### config.mk
export PLATFORM = sky130hd
export DESIGN_NAME = audio_mixer
export DESIGN_NICKNAME = d
export VERILOG_FILES = /design/src/audio_pkg.sv /design/src/audio_channel.sv /design/src/audio_fetch.sv /design/src/audio_mix.sv /design/src/audio_mixer.sv /design/src/audio_pdm_dac.sv
export SDC_FILE = /design/constraint.sdc
export NUM_CORES = 1
export LEC_CHECK = 0
export BUFFER_PORTS_ARGS = -buffer_cell sky130_fd_sc_hd__buf_2
export CORE_MARGIN = 3
export CORE_UTILIZATION = 54
export CTS_CLUSTER_DIAMETER = 120
export DETAILED_ROUTE_END_ITERATION = 16
export PLACE_DENSITY = 0.82
export SKIP_CTS_REPAIR_TIMING = 1
export SYNTH_ARGS = -nofsm -noshare
export SYNTH_HDL_FRONTEND = slang
export SYNTH_SLANG_ARGS = --single-unit
### constraint.sdc
create_clock -name clk -period 4.1 [get_ports clk]
set_clock_uncertainty 0.05 [all_clocks]
set_input_delay 0 -clock clk [delete_from_list [all_inputs] [get_ports clk]]
set_output_delay 0 -clock clk [all_outputs]
set_load 0.05 [all_outputs]
### src/audio_pkg.sv
/* Shared widths and types for the four-channel sample mixer.
   Channel count is set here only; CHAN_W assumes at least two channels. */

package audio_pkg;

    localparam int AUDIO_NCHAN = 4;                         // playback channels
    localparam int CHAN_W      = $clog2(AUDIO_NCHAN);       // channel index bits
    localparam int MIX_CNT_W   = $clog2(AUDIO_NCHAN + 2);   // mixer round counter bits
    localparam int VOL_W       = 7;                         // unsigned volume
    localparam int PERIOD_W    = 15;                        // sample period reload
    localparam int LENGTH_W    = 15;                        // words minus one
    localparam int ADDR_W      = 16;                        // memory word address
    localparam int DAC_W       = 8;                         // unsigned dac value
    localparam int ACC_SHIFT   = 6;                         // mix sum scale
    localparam int ACC_W       = 16;                        // mix accumulator

    typedef logic [ADDR_W-1:0]  addr_t;
    typedef logic [15:0]        word_t;     // two samples, high byte first
    typedef logic signed [7:0]  sample_t;
    typedef logic [VOL_W-1:0]   vol_t;
    typedef logic [DAC_W-1:0]   dac_t;

    // per-channel settings from the host side
    typedef struct packed {
        vol_t                vol_l;     // left volume
        vol_t                vol_r;     // right volume
        logic [PERIOD_W-1:0] period;    // cycles per sample minus two
        addr_t               start;     // first word of buffer
        logic [LENGTH_W-1:0] len;       // buffer words minus one
    } chan_cfg_t;

    // memory read request, held until ack
    typedef struct packed {
        logic  req;
        addr_t addr;
    } mem_req_t;

    // fetch scheduler phases
    typedef enum logic {
        FETCH_ISSUE,                    // decide on request for current channel
        FETCH_WAIT                      // wait for ack, then next channel
    } fetch_phase_e;

endpackage
### src/audio_channel.sv
/* One playback channel: period timer, word buffer, address pointer and length count.
   Plays whatever the buffer holds when a sample is due; a late fetch repeats old data.
   Restart or enable low latch the start address at once; the reload pulse follows. */

module audio_channel
    import audio_pkg::*;
(
    input  logic      clk,
    input  logic      reset_i,
    input  logic      enable_i,
    input  chan_cfg_t cfg_i,
    input  logic      restart_i,
    input  logic      load_i,
    input  word_t     load_word_i,
    output logic      buf_ok_o,
    output addr_t     addr_o,
    output sample_t   sample_o,
    output logic      reload_o
);

    logic [PERIOD_W:0] period_cnt;      // msb set on underflow
    logic [LENGTH_W:0] len_cnt;         // msb set on underflow
    logic [LENGTH_W:0] len_next;
    word_t             buf_word;        // fetched sample pair
    logic              second;          // low byte due next
    logic              take;            // sample due this cycle
    logic              force_reload;

    assign take         = period_cnt[PERIOD_W];
    assign len_next     = len_cnt - 1'b1;
    assign force_reload = restart_i || !enable_i;

    always_ff @(posedge clk) begin
        if (reset_i) begin
            period_cnt <= '0;
            len_cnt    <= '0;
            addr_o     <= '0;
            buf_word   <= '0;
            buf_ok_o   <= 1'b0;
            second     <= 1'b0;
            sample_o   <= '0;
            reload_o   <= 1'b0;
        end else begin
            reload_o   <= 1'b0;
            period_cnt <= period_cnt - 1'b1;

            if (load_i) begin
                buf_word <= load_word_i;
                buf_ok_o <= 1'b1;
            end

            if (take) begin
                second     <= !second;
                period_cnt <= {1'b0, cfg_i.period};         // sample lasts period+2
                sample_o   <= second ? buf_word[7:0] : buf_word[15:8];
                if (second) begin
                    buf_ok_o <= 1'b0;                       // word used up, refetch
                    if (len_cnt[LENGTH_W] || len_next[LENGTH_W]) begin
                        addr_o   <= cfg_i.start;            // wrap to buffer start
                        len_cnt  <= {1'b0, cfg_i.len};
                        reload_o <= 1'b1;
                    end else begin
                        addr_o  <= addr_o + 1'b1;
                        len_cnt <= len_next;
                    end
                end
            end

            // arm a reload on the next take
            if (force_reload) begin
                addr_o               <= cfg_i.start;        // next fetch goes to start
                len_cnt[LENGTH_W]    <= 1'b1;
                period_cnt[PERIOD_W] <= 1'b1;
                buf_ok_o             <= 1'b0;
                second               <= 1'b1;
            end
            if (!enable_i) begin
                reload_o <= 1'b0;                           // held quiet while idle
            end
        end
    end

endmodule

### src/audio_fetch.sv
/* Round-robin word fetch for the channel buffers over a req/ack port.
   An outstanding request is held until acked, so a slow memory stalls all channels. */

module audio_fetch
    import audio_pkg::*;
(
    input  logic                   clk,
    input  logic                   reset_i,
    input  logic                   enable_i,
    input  logic [AUDIO_NCHAN-1:0] buf_ok_i,
    input  addr_t                  chan_addr_i [AUDIO_NCHAN],
    output mem_req_t               mem_req_o,
    input  logic                   ack_i,
    input  word_t                  word_i,
    output logic [AUDIO_NCHAN-1:0] load_o,
    output word_t                  load_word_o
);

    logic [CHAN_W-1:0] fetch_chan;      // channel in current slot
    logic [CHAN_W-1:0] next_chan;
    fetch_phase_e      fetch_phase;
    logic              slot_done;       // no request, or request acked

    assign next_chan = (fetch_chan == CHAN_W'(AUDIO_NCHAN - 1)) ? '0 : fetch_chan + 1'b1;
    assign slot_done = !mem_req_o.req || ack_i;

    always_ff @(posedge clk) begin
        if (reset_i) begin
            mem_req_o.req <= 1'b0;
            load_o        <= '0;
            fetch_chan    <= '0;
            fetch_phase   <= FETCH_ISSUE;
        end else begin
            load_o <= '0;                                   // load is a single pulse

            case (fetch_phase)
                FETCH_ISSUE: begin
                    // only empty buffers get a fetch
                    mem_req_o.req  <= enable_i && !buf_ok_i[fetch_chan];
                    mem_req_o.addr <= chan_addr_i[fetch_chan];
                    fetch_phase    <= FETCH_WAIT;
                end

                FETCH_WAIT: begin
                    if (slot_done) begin
                        mem_req_o.req <= 1'b0;              // drops the edge after ack
                        if (mem_req_o.req) begin
                            load_o[fetch_chan] <= 1'b1;     // word to channel next cycle
                            load_word_o        <= word_i;
                        end
                        fetch_chan  <= next_chan;
                        fetch_phase <= FETCH_ISSUE;
                    end
                end

                default: begin
                    fetch_phase <= FETCH_ISSUE;
                end
            endcase
        end
    end

endmodule

### src/audio_mix.sv
/* Sequential left/right volume mix, one channel per cycle, AUDIO_NCHAN+2 cycles a round.
   The 16-bit accumulator wraps if the true sum of products leaves its range. */

module audio_mix
    import audio_pkg::*;
(
    input  logic      clk,
    input  logic      reset_i,
    input  logic      enable_i,
    input  chan_cfg_t cfg_i [AUDIO_NCHAN],
    input  sample_t   sample_i [AUDIO_NCHAN],
    output dac_t      dac_l_o,
    output dac_t      dac_r_o
);

    logic [MIX_CNT_W-1:0]    mix_chan;  // 0..N-1 latch, N drain, N+1 output
    logic [CHAN_W-1:0]       chan_sel;
    logic                    mac_vld;   // latched operands valid
    sample_t                 mix_val;
    vol_t                    vol_l_q;
    vol_t                    vol_r_q;
    logic signed [ACC_W-1:0] acc_l;
    logic signed [ACC_W-1:0] acc_r;

    // scale, saturate to 8 bits signed, then offset binary for the dac
    function automatic dac_t clamp_dac(input logic signed [ACC_W-1:0] acc);
        logic signed [ACC_W-1:0] scaled;
        scaled = acc >>> ACC_SHIFT;
        if (scaled < -128)
            return '0;
        else if (scaled > 127)
            return '1;
        else
            return {~scaled[DAC_W-1], scaled[DAC_W-2:0]};
    endfunction

    assign chan_sel = mix_chan[CHAN_W-1:0];

    always_ff @(posedge clk) begin
        if (reset_i) begin
            mix_chan <= '0;
            mac_vld  <= 1'b0;
            acc_l    <= '0;
            acc_r    <= '0;
            dac_l_o  <= '0;
            dac_r_o  <= '0;
        end else begin
            mac_vld <= (mix_chan < AUDIO_NCHAN);

            if (mix_chan < AUDIO_NCHAN) begin
                mix_val  <= sample_i[chan_sel];
                vol_l_q  <= cfg_i[chan_sel].vol_l;
                vol_r_q  <= cfg_i[chan_sel].vol_r;
                mix_chan <= mix_chan + 1'b1;
            end else if (mix_chan == AUDIO_NCHAN) begin
                mix_chan <= mix_chan + 1'b1;                // last product drains
            end else begin
                mix_chan <= '0;
                dac_l_o  <= clamp_dac(acc_l);               // once per round
                dac_r_o  <= clamp_dac(acc_r);
            end

            if (mix_chan == AUDIO_NCHAN + 1 || !enable_i) begin
                acc_l <= '0;                                // idle gives 128 at dac
                acc_r <= '0;
            end else if (mac_vld) begin
                acc_l <= acc_l + mix_val * $signed({1'b0, vol_l_q});
                acc_r <= acc_r + mix_val * $signed({1'b0, vol_r_q});
            end
        end
    end

endmodule

### src/audio_mixer.sv
/* Sample-playback mixer top: fetch scheduler, channel engines, mixer and two PDM outputs.
   Memory must hold req-to-ack ordering; ack without req is ignored. */

module audio_mixer
    import audio_pkg::*;
(
    input  logic                   clk,
    input  logic                   reset_i,
    input  logic                   enable_i,
    input  chan_cfg_t              cfg_i [AUDIO_NCHAN],
    input  logic [AUDIO_NCHAN-1:0] restart_i,
    output logic [AUDIO_NCHAN-1:0] reload_o,
    output mem_req_t               mem_req_o,
    input  logic                   ack_i,
    input  word_t                  word_i,
    output logic                   pdm_l_o,
    output logic                   pdm_r_o
);

    logic [AUDIO_NCHAN-1:0] buf_ok;     // channel buffer full
    logic [AUDIO_NCHAN-1:0] load;       // word delivery strobes
    addr_t                  chan_addr [AUDIO_NCHAN];
    word_t                  load_word;
    sample_t                chan_sample [AUDIO_NCHAN];
    dac_t                   dac_l;
    dac_t                   dac_r;

    audio_fetch u_fetch (
        .clk         (clk),
        .reset_i     (reset_i),
        .enable_i    (enable_i),
        .buf_ok_i    (buf_ok),
        .chan_addr_i (chan_addr),
        .mem_req_o   (mem_req_o),
        .ack_i       (ack_i),
        .word_i      (word_i),
        .load_o      (load),
        .load_word_o (load_word)
    );

    for (genvar i = 0; i < AUDIO_NCHAN; i++) begin : g_chan
        audio_channel u_chan (
            .clk         (clk),
            .reset_i     (reset_i),
            .enable_i    (enable_i),
            .cfg_i       (cfg_i[i]),
            .restart_i   (restart_i[i]),
            .load_i      (load[i]),
            .load_word_i (load_word),       // shared, strobe selects
            .buf_ok_o    (buf_ok[i]),
            .addr_o      (chan_addr[i]),
            .sample_o    (chan_sample[i]),
            .reload_o    (reload_o[i])
        );
    end

    audio_mix u_mix (
        .clk      (clk),
        .reset_i  (reset_i),
        .enable_i (enable_i),
        .cfg_i    (cfg_i),
        .sample_i (chan_sample),
        .dac_l_o  (dac_l),
        .dac_r_o  (dac_r)
    );

    audio_pdm_dac u_dac_l (
        .clk     (clk),
        .reset_i (reset_i),
        .value_i (dac_l),
        .pulse_o (pdm_l_o)
    );

    audio_pdm_dac u_dac_r (
        .clk     (clk),
        .reset_i (reset_i),
        .value_i (dac_r),
        .pulse_o (pdm_r_o)
    );

endmodule

### src/audio_pdm_dac.sv
/* First-order pulse-density modulator. Value v gives exactly v ones in any 256 cycles. */

module audio_pdm_dac
    import audio_pkg::*;
(
    input  logic clk,
    input  logic reset_i,
    input  dac_t value_i,
    output logic pulse_o
);

    dac_t         phase;                // running error
    logic [DAC_W:0] sum;                // carry in msb

    assign sum = {1'b0, phase} + {1'b0, value_i};

    always_ff @(posedge clk) begin
        if (reset_i) begin
            phase   <= '0;
            pulse_o <= 1'b0;
        end else begin
            phase   <= sum[DAC_W-1:0];
            pulse_o <= sum[DAC_W];      // carry out is the pulse
        end
    end

endmodule

==> run_results.csv <==
group,metric,value,unit
logic_synthesis,synth_top_cell_area_share,0.2913,
cells_and_area,seqCellArea,0.009191,mm^2
placement,placed_cell_area,0.02848,mm^2
logic_synthesis,ys_types,68,
logic_synthesis,yosysMostFrequentCell,"dfxtp_1",
sta,setup_ws,-0.4005,ns
routing,drtPass1Iterations,7,
critical_path,cpPeakStageDelay,0.55,ns
logic_synthesis,synth.avg_cell_area,8.826,um^2
critical_path,crit_cells,16,
sta,slew_headroom,0.2008,
critical_path,critPathCaptureType,"register",
placement,gp_congestion,0.9648,
logic_synthesis,synth_seq_area_share,0.3537,
cts,cts_tree,"built",
logic_synthesis,synth_compound_area_frac,0.1454,
logic_synthesis,syn_nets,3442,
routing,ant_nets,0,
critical_path,crit_chain,"buf_4 > nand2_4 > fa_2 > buf_4 > fa_1 > inv_1 > fa_1 > inv_2 > fa_1 > inv_2 > ha_4 > a2111oi_4 > o2bb2ai_2 > a21oi_2 > xnor2_1 > o21ai_1",
sta,max_freq,0.2222,GHz
critical_path,crit_path_start,"u_mix.vol_r_q[2]",
critical_path,path_class,"reg -> reg",
hold_path,min_path_cells,2,
logic_synthesis,netlist_area,0.02598,mm^2
cells_and_area,final_cell_area,0.03345,mm^2
die,rows,79,
job,drv_cap,0,
logic_synthesis,synthFlopType,"dfxtp_1",
routing,drt_iter0_drc,2477,
cells_and_area,layout.nets,4006,
power_and_ir_drop,ir_worst_vdd,0.0007867,V
cts,clk_pin_slew,0.07,ns
logic_synthesis,async_flop_share,0,
critical_path,crit_path_end,"u_mix.acc_r[14]",
sta,tns,-3.171,ns
critical_path,critPathSlowestCell,"fa_1",
global_routing,grt_max_degree,175,
sta,fin_crit_sh,1.098,
logic_synthesis,synth_top_area_cell,"dfxtp_1",
logic_synthesis,ys_warn_count,0,
cts,cts_root_buf,"clkbuf_16",
routing,routed_wirelength,81.11,mm
critical_path,r2r_setup_slack,-0.40,ns
logic_synthesis,synth_edf_count,54,
sta,setup_viol,15,
routing,vias,24790,
global_routing,grt_pass1_vias,22240,
cells_and_area,fillers,3085,
sta,fin_crit,4.501,ns
routing,wl_per_cell,19.49,um
hold_path,hold_start,"word_i[5]",
sta,worst_pin_slew,1.197,ns
die,die_h,225.3,um
die,die-area,0.05077,mm^2
cells_and_area,post-route-util,0.7109,
cts,clk_latency,0.61,ns
die,start_util,0.5521,
die,die_w,225.3,um
critical_path,arrival,4.92,ns
global_routing,grt_pass1_wl,109.9,mm
status,status,"finished, violations left",
global_routing,grt_usage,0.2640,
die,core_area,0.04705,mm^2
global_routing,grt.overflow.total,0,
routing,vias_per_cell,5.956,
logic_synthesis,synth_top_family_by_area,"simple AND/OR/NAND/NOR gates",
logic_synthesis,synthAdderAreaFrac,0.1496,
cells_and_area,finalNonFillerCells,4162,
logic_synthesis,synthMuxAreaShare,0.08516,
critical_path,cp.required,4.52,ns
routing,drc,0,
power_and_ir_drop,power-per-cell-area,636.0,mW/mm^2
logic_synthesis,synthCells,2943,
logic_synthesis,synth_seq_cells,432,
global_routing,antenna_found_initial,6,
critical_path,reg2reg_to,"u_mix.acc_r[14]",
cts,clk_path_buf_depth,3,
critical_path,path_common_cell,"fa_1",
power_and_ir_drop,p_leak,14.00,nW
status,violations,"setup timing",
placement,place.port_buffers,286,
placement,dp.cells,3767,
logic_synthesis,netlist_top_cells_area,"dfxtp_1 (29%), fa_1 (9.7%), edfxtp_1 (6.2%)",
placement,place_hpwl,49.31,mm
power_and_ir_drop,total_power,21.27,mW
logic_synthesis,synthSimpleGateAreaFrac,0.1741,
critical_path,path_max_fanout,6,
cells_and_area,drive_above_1_share,0.1822,
sta,fin_hold_ws,0.06218,ns
cts,cts.sink_count,432,
die,pin_count,287,
cells_and_area,multiInputGateArea,0.01569,mm^2
critical_path,worstRegToRegCells,16,
cts,htreeDepth,2,
sta,hold_violations,0,
critical_path,worstReg2RegStart,"u_mix.vol_r_q[2]",
hold_path,min_path_type,"in -> reg",
critical_path,crit_buf_inv,5,
logic_synthesis,synth_commonest_cells,"dfxtp_1 (378), nor2_1 (377), inv_1 (279), nand2_1 (219), a21oi_1 (190)",
placement,pre_cts_ws,-0.3879,ns
critical_path,start_kind,"register",
logic_synthesis,synthXorXnorAreaFrac,0.02731,
cells_and_area,syn_to_final_growth,28.77,%
sta,slew_viol_final,0,
cts,cts_buffers,48,
critical_path,critPathTopFamily,"adder cells",
sta,rsz0062_at_grt,"true",
## placed cells by master (no fill, tap or decap), types with 15 or more instances in the layout
master,synthesis,layout
o21a_1,19,19
nor4_1,20,20
a21oi_1,190,184
nor2_1,377,375
and2_1,88,81
xnor2_1,64,62
edfxtp_1,54,54
nand2_1,219,213
o21ai_0,143,126
fa_1,126,115
buf_2,0,286
o22ai_1,19,19
or3_1,26,26
ha_4,0,15
clkbuf_16,0,49
dfxtp_1,378,376
ha_1,109,89
buf_4,4,104
dlygate4sd3_1,0,265
nor3_1,81,77
nor2b_1,28,28
nand3_1,42,42
mux2i_1,131,131
a22oi_1,17,17
buf_6,0,19
inv_2,0,20
inv_1,279,259
nand2b_1,26,26
a211oi_1,98,91
a31oi_1,19,17
mux4_2,39,39
xor2_1,17,17
## per-layer routing
| metal | part of all wire | track usage | routed length, um |
|---|---|---|---|
| met5 | 0 | 0 | 0 |
| met4 | 0.052 | 0.1002 | 4205 |
| met3 | 0.082 | 0.04741 | 6643 |
| met1 | 0.37 | 0.3309 | 29990 |
| met2 | 0.50 | 0.4557 | 40270 |
## where the power goes
part	switching (mW)	leakage (nW)	internal (mW)
sequential	0.471	3.62	4.68
clock	1.90	0.783	2.50
combinational	6.10	9.60	5.62
total	8.47	14.0	12.8
## layout make-up
| type | instances | share of cell area |
|---|---|---|
| Antenna cell | 9 | 0.0006733 |
| Clock buffer | 63 | 0.03972 |
| Clock inverter | 26 | 0.008229 |
| Inverter | 280 | 0.03142 |
| Multi-Input combinational cell | 2068 | 0.4690 |
| Sequential cell | 432 | 0.2748 |
| Tap cell | 607 | 0.02271 |
| Timing Repair Buffer | 677 | 0.1535 |
## how the worst min path moves through the flow
stage | endpoint | slack, ns
CTS | u_fetch.load_word_o[15] | -0.50
floorplan | u_fetch.load_word_o[0] | 0.05
global placement | u_fetch.load_word_o[15] | 0.13
global route | u_fetch.load_word_o[1] | 0.06
detailed placement | u_fetch.load_word_o[15] | 0.14
finish | u_fetch.load_word_o[5] | 0.06
## worst register-to-register path: cells and delay by family, from the launching register on
family / cells / cell delay [ns]
buffers and inverters: 5 / 0.54
XOR/XNOR: 1 / 0.17
adder cells (fa/ha/maj): 5 / 2.31
AO/OA/AOI/OAI: 4 / 0.71
flip-flops: 1 / 0.49
AND/OR/NAND/NOR: 1 / 0.09
## cells by family after synthesis
logic type,Yosys count
AO/OA/AOI/OAI,607
XOR/XNOR,81
adder cells (fa/ha/maj),235
buffers and inverters,443
flip-flops,432
multiplexers,172
AND/OR/NAND/NOR,973
## flip-flops by register name (all words and copies together), names as in the netlist, 16 cells and up
name	flops
u_mix.acc_l	16
g_chan.u_chan.period_cnt	64
g_chan.u_chan.len_cnt	64
u_mix.acc_r	16
u_fetch.load_word_o	16
g_chan.u_chan.buf_word	64
g_chan.u_chan.sample_o	32
u_fetch.mem_req_o	17
g_chan.u_chan.addr_o	64
Note: power is estimated with default switching activity, not from simulation.
